## src/rtl/gauss_pkg.sv

```systemverilog
package gauss_pkg;

    // Q11.21 fixed point in a 32-bit word.
    localparam int FP_WIDTH = 32;
    localparam int FP_QFRAC = 21;

    localparam int NUM_LANES = 4;

    // Latency of each stage in one inverse CDF lane.
    localparam int FOLD_LATENCY     = 1;
    localparam int LN_LATENCY       = 2;
    localparam int MUL_LATENCY      = 1;
    localparam int SQRT_LATENCY     = 16;
    localparam int RATIONAL_LATENCY = 26;
    localparam int ICDF_LATENCY     = FOLD_LATENCY + LN_LATENCY + MUL_LATENCY
                                      + SQRT_LATENCY + RATIONAL_LATENCY;

    // Sum and sum of squares are Q27.21.
    localparam int ACC_WIDTH = 48;

    typedef enum logic [3:0] {
        REG_CTRL   = 4'd0,
        REG_TARGET = 4'd1,
        REG_STATUS = 4'd2,
        REG_COUNT  = 4'd3,
        REG_SUM_LO = 4'd4,
        REG_SUM_HI = 4'd5,
        REG_SQ_LO  = 4'd6,
        REG_SQ_HI  = 4'd7,
        REG_MAXABS = 4'd8
    } wb_addr_e;

    typedef enum logic [1:0] {RUN_IDLE, RUN_ISSUE, RUN_DRAIN, RUN_DONE} run_state_e;

    typedef struct packed {
        logic                       valid;
        logic signed [FP_WIDTH-1:0] value;
    } lane_sample_t;

endpackage

```

## src/rtl/wb_regs.sv

```systemverilog
module wb_regs
    import gauss_pkg::*;
(
    input  logic                        clk,
    input  logic                        rst_n,
    input  logic                        wb_cyc,
    input  logic                        wb_stb,
    input  logic                        wb_we,
    input  logic [3:0]                  wb_adr,
    input  logic [31:0]                 wb_dat_w,
    output logic [31:0]                 wb_dat_r,
    output logic                        wb_ack,
    output logic                        irq,
    output logic                        start,
    output logic                        clear,
    output logic [31:0]                 target,
    input  logic                        busy,
    input  logic                        run_done,
    input  logic [31:0]                 count,
    input  logic signed [ACC_WIDTH-1:0] sum_z,
    input  logic signed [ACC_WIDTH-1:0] sum_sq,
    input  logic [FP_WIDTH-1:0]         max_abs
);

    wb_addr_e addr;
    logic     ctrl_write;
    logic     start_ok;
    logic     run_clear;
    logic     done;

    assign addr       = wb_addr_e'(wb_adr);
    assign ctrl_write = wb_ack && wb_we && (addr == REG_CTRL);
    // A start is taken only between runs, and then also clears the results.
    assign start_ok   = ctrl_write && wb_dat_w[0] && !busy;
    assign run_clear  = (ctrl_write && wb_dat_w[1]) || start_ok;
    assign irq        = done;

    // One ack per access, dropped after a cycle even if stb stays high.
    always_ff @(posedge clk) begin
        if (!rst_n) wb_ack <= 1'b0;
        else        wb_ack <= wb_cyc && wb_stb && !wb_ack;
    end

    always_ff @(posedge clk) begin
        if (!rst_n) begin
            target <= '0;
            start  <= 1'b0;
            clear  <= 1'b0;
            done   <= 1'b0;
        end else begin
            start <= start_ok;
            clear <= run_clear;
            if (wb_ack && wb_we && (addr == REG_TARGET)) target <= wb_dat_w;
            if (run_clear)     done <= 1'b0;
            else if (run_done) done <= 1'b1;
        end
    end

    always_comb begin
        case (addr)
            REG_TARGET: wb_dat_r = target;
            REG_STATUS: wb_dat_r = {30'd0, done, busy};
            REG_COUNT:  wb_dat_r = count;
            REG_SUM_LO: wb_dat_r = sum_z[31:0];
            REG_SUM_HI: wb_dat_r = 32'($signed(sum_z[ACC_WIDTH-1:32]));
            REG_SQ_LO:  wb_dat_r = sum_sq[31:0];
            REG_SQ_HI:  wb_dat_r = 32'($signed(sum_sq[ACC_WIDTH-1:32]));
            REG_MAXABS: wb_dat_r = max_abs;
            default:    wb_dat_r = '0;
        endcase
    end

endmodule

```

## config.mk

```make
export PLATFORM = sky130hd
export DESIGN_NAME = wb_regs
export DESIGN_NICKNAME = d
export VERILOG_FILES = /design/src/rtl/gauss_pkg.sv /design/src/rtl/wb_regs.sv
export SDC_FILE = /design/constraint.sdc
export NUM_CORES = 1
export LEC_CHECK = 0
export BUFFER_PORTS_ARGS = -buffer_cell sky130_fd_sc_hd__buf_2
export CAP_MARGIN = 20
export CORE_AREA = 2 2 105 107
export DETAILED_ROUTE_END_ITERATION = 16
export DIE_AREA = 0 0 107 109
export PLACE_DENSITY = 0.75
export SYNTH_ARGS = -nofsm -noshare
export SYNTH_HDL_FRONTEND = slang
export SYNTH_SLANG_ARGS = --single-unit
```

## constraint.sdc

```tcl
create_clock -name clk -period 1.9 [get_ports clk]
set_input_delay 0.38 -clock clk [delete_from_list [all_inputs] [get_ports clk]]
set_output_delay 0.38 -clock clk [all_outputs]
set_load 0.02 [all_outputs]
```

==> results.yml <==
run_status:
  outcome: "complete, but fails checks"
  violations: "setup timing"
route:
  dr.pass1.iters: 5
  via_count: 4629
  drc: 0
  postRouteAntennaNets: 0
  drt_wl_total_mm: 16.2
  wl_per_cell_um: 20.0
  drt_iter0_markers: 403
  vias_per_cell: 5.71
floorplan:
  die_x_um: 107
  start_util_pct: 30.5
  rows: 38
  io_pins: 271
  core-area_um2: 10600
  die_y_um: 109
  die_area_um2: 11700
synthesis:
  yosysTopAreaCellShare_pct: 22.3
  synth-edff-count: 0
  syn_area_per_cell_um2: 8.39
  ys_ff_latch: 36
  synth_seq_area_share_pct: 22.3
  synth_ff_type: "dfxtp_1"
  syn-num-nets: 588
  syn_area_um2: 3230
  yosysWarningCount: 0
  synthTopCellsByArea: "dfxtp_1 (22%), a22oi_1 (11%), a21boi_1 (7.2%)"
  synth_cell_types: 44
  synthArstFlopShare_pct: 0
  yosys.area.top_type: "dfxtp_1"
  synthCells: 385
power_and_ir_drop:
  p_clk_share_pct: 25.3
  p_sw_uw: 734
  p_int_uw: 1600
  p_comb_share_pct: 42.0
  p_leak_uw: 0.00255
  sequentialPowerShare_pct: 32.7
  ir_drop_v: 0.000292
  power_uw: 2330
  powerDensity_nw_per_um2: 411
  swShare_pct: 31.5
timing:
  worst_pin_slew_ns: 0.352
  rsz0062_at_grt: "true"
  setup_slack_ns: -0.0519
  finalCritPeriodShare_pct: 103
  setup_violations: 17
  hold_violations: 0
  slew-limit-headroom_pct: 76.6
  min_period_ns: 1.95
  maxSlewViolCount: 0
  max_clock_freq_ghz: 0.512
  fin_skew_ns: 0.00399
worst_setup_path:
  crit_arrival_ns: 1.57
  startpoint_type: "input pin"
  worstSetupStartpoint: "wb_adr[0]"
  crit_type: "in -> out"
  r2r_start: "wb_ack$_SDFF_PN0_"
  r2r_cells: 4
  end_kind: "output port"
  reg2reg_slack_ns: 0.50
  required_ns: 1.52
  reg2reg_to: "target[25]$_SDFFE_PN0P_"
  worstPathMaxFanout: 7
  critical_path.endpoint: "wb_dat_r[19]"
cells_and_area:
  nFillCells: 1046
  fin_util_pct: 53.5
  final_cells: 811
  final_cell_mix: "buf_2 (237), buf_4 (61), a22oi_1 (37), dfxtp_1 (36), nand3_1 (33)"
  mostFrequentLayoutCell: "buf_2"
  synthToLayoutAreaGrowth_pct: 75.5
  stdcell_area_um2: 5670
  fin_nets: 873
  drive_gt1_share_pct: 59.3
global_route:
  grt_overflow: 0
  grt_pass1_vias: 4376
  groute.usage.overall_pct: 25.1
  grt_pass1_wl_mm: 22.9
  antenna_found_initial: 1
  grt_start_max_net_pins: 33
clock_network:
  clk_latency_ns: 0.28
  cts_max_path_buffers: 2
  numCtsBuffers: 5
  h-tree-depth: 2
  clock-root-buffer: "clkbuf_8"
  cts_sinks: 36
  clkSlewWorstSetupHoldPaths_ns: 0.07
  hold_buffers: 0
  cts_tree: "built"
placement:
  place_inst: 791
  dp_hpwl_mm: 12.4
  pre_cts_slack_ns: -0.159
  dpl_cell_area_um2: 4970
  port_buffers: 270
  place_congestion: 0.916
run:
  drv_cap: 0
hold_path:
  hold_class: "in -> reg"
## cell type report
class,count,area (µm²),share of cell area [%]
multi-input combinational,295,2510,44.3
clock buffer,7,96.3,1.70
inverter,2,7.51,0.132
sequential,36,721,12.7
tap,140,175,3.09
timing repair buffer,330,2160,38.0
antenna,1,2.50,0.0441
## timing repair
item	4_1_cts	5_1_grt
pin swaps	12	24
setup buffers	3	4
setup endpoints to repair	32	32
gates cloned	3	2
gates resized for setup	68	48
## state kept, by name, indices dropped and copies added, names as in the netlist
signal / cells
wb_ack: 1
clear: 1
start: 1
target: 32
irq: 1
## power by group through the flow
| stage | Clock [µW] | Sequential (µW) | Combinational [µW] |
|---|---|---|---|
| 2_1_floorplan | 0 | 783 | 393 |
| 3_3_place_gp | 0 | 779 | 804 |
| 3_5_place_dp | 0 | 779 | 814 |
| 4_1_cts | 604 | 762 | 889 |
| 5_1_grt | 641 | 762 | 1040 |
| 6_report | 590 | 762 | 979 |
## cells by family after synthesis
| group | share of synthesized area, % |
|---|---|
| compound gates | 42.8 |
| buf+inv | 9.64 |
| flops | 22.3 |
| mux | 5.69 |
| simple gates | 19.6 |
## synth_stat cells (all sizes together) (6+ instances only)
library cell / n
a21boi: 34
a22oi: 49
a2bb2oi: 24
a31oi: 16
and4b: 17
buf: 35
clkbuf: 17
dfxtp: 36
mux2: 6
mux2i: 10
nand3: 33
nand3b: 15
o211ai: 17
o21ai: 32
o221ai: 13
## worst min-delay path by stage
stage / cells after the start / to / from / slack [ns]
2_1_floorplan: 1 / start$_SDFF_PN0_ / busy / 0.46
3_3_place_gp: 2 / target[13]$_SDFFE_PN0P_ / target[13]$_SDFFE_PN0P_ / 0.48
3_5_place_dp: 2 / target[10]$_SDFFE_PN0P_ / target[10]$_SDFFE_PN0P_ / 0.48
4_1_cts: 2 / start$_SDFF_PN0_ / busy / 0.30
5_1_grt: 2 / start$_SDFF_PN0_ / busy / 0.31
6_report: 2 / start$_SDFF_PN0_ / busy / 0.32
## per-stage QoR
stage,TNS [ns],hold slack [ns]
6_report,-0.293,0.316
3_5_place_dp,-3.76,0.483
2_1_floorplan,0,0.456
3_3_place_gp,-3.80,0.479
4_1_cts,-0.882,0.299
5_1_grt,-1.26,0.313
## worst max-delay path, stage by stage
cell	delay, ns
buf_12	0.11
buf_8	0.13
nor4b_4	0.36
buf_4	0.23
a2bb2oi_1	0.08
o211ai_1	0.10
buf_4	0.17
## per-layer routing
| layer | GRT usage [%] | vias up | part of all wire (%) |
|---|---|---|---|
| met2 | 42.8 | 264 | 50 |
| met4 | 7.33 | 0 | 2.4 |
| met5 | 0 | - | 0 |
| met1 | 33.1 | 2208 | 41 |
| met3 | 3.17 | 28 | 7.1 |
| li1 | - | 2129 | - |
Power figures use the tool's default switching activity.
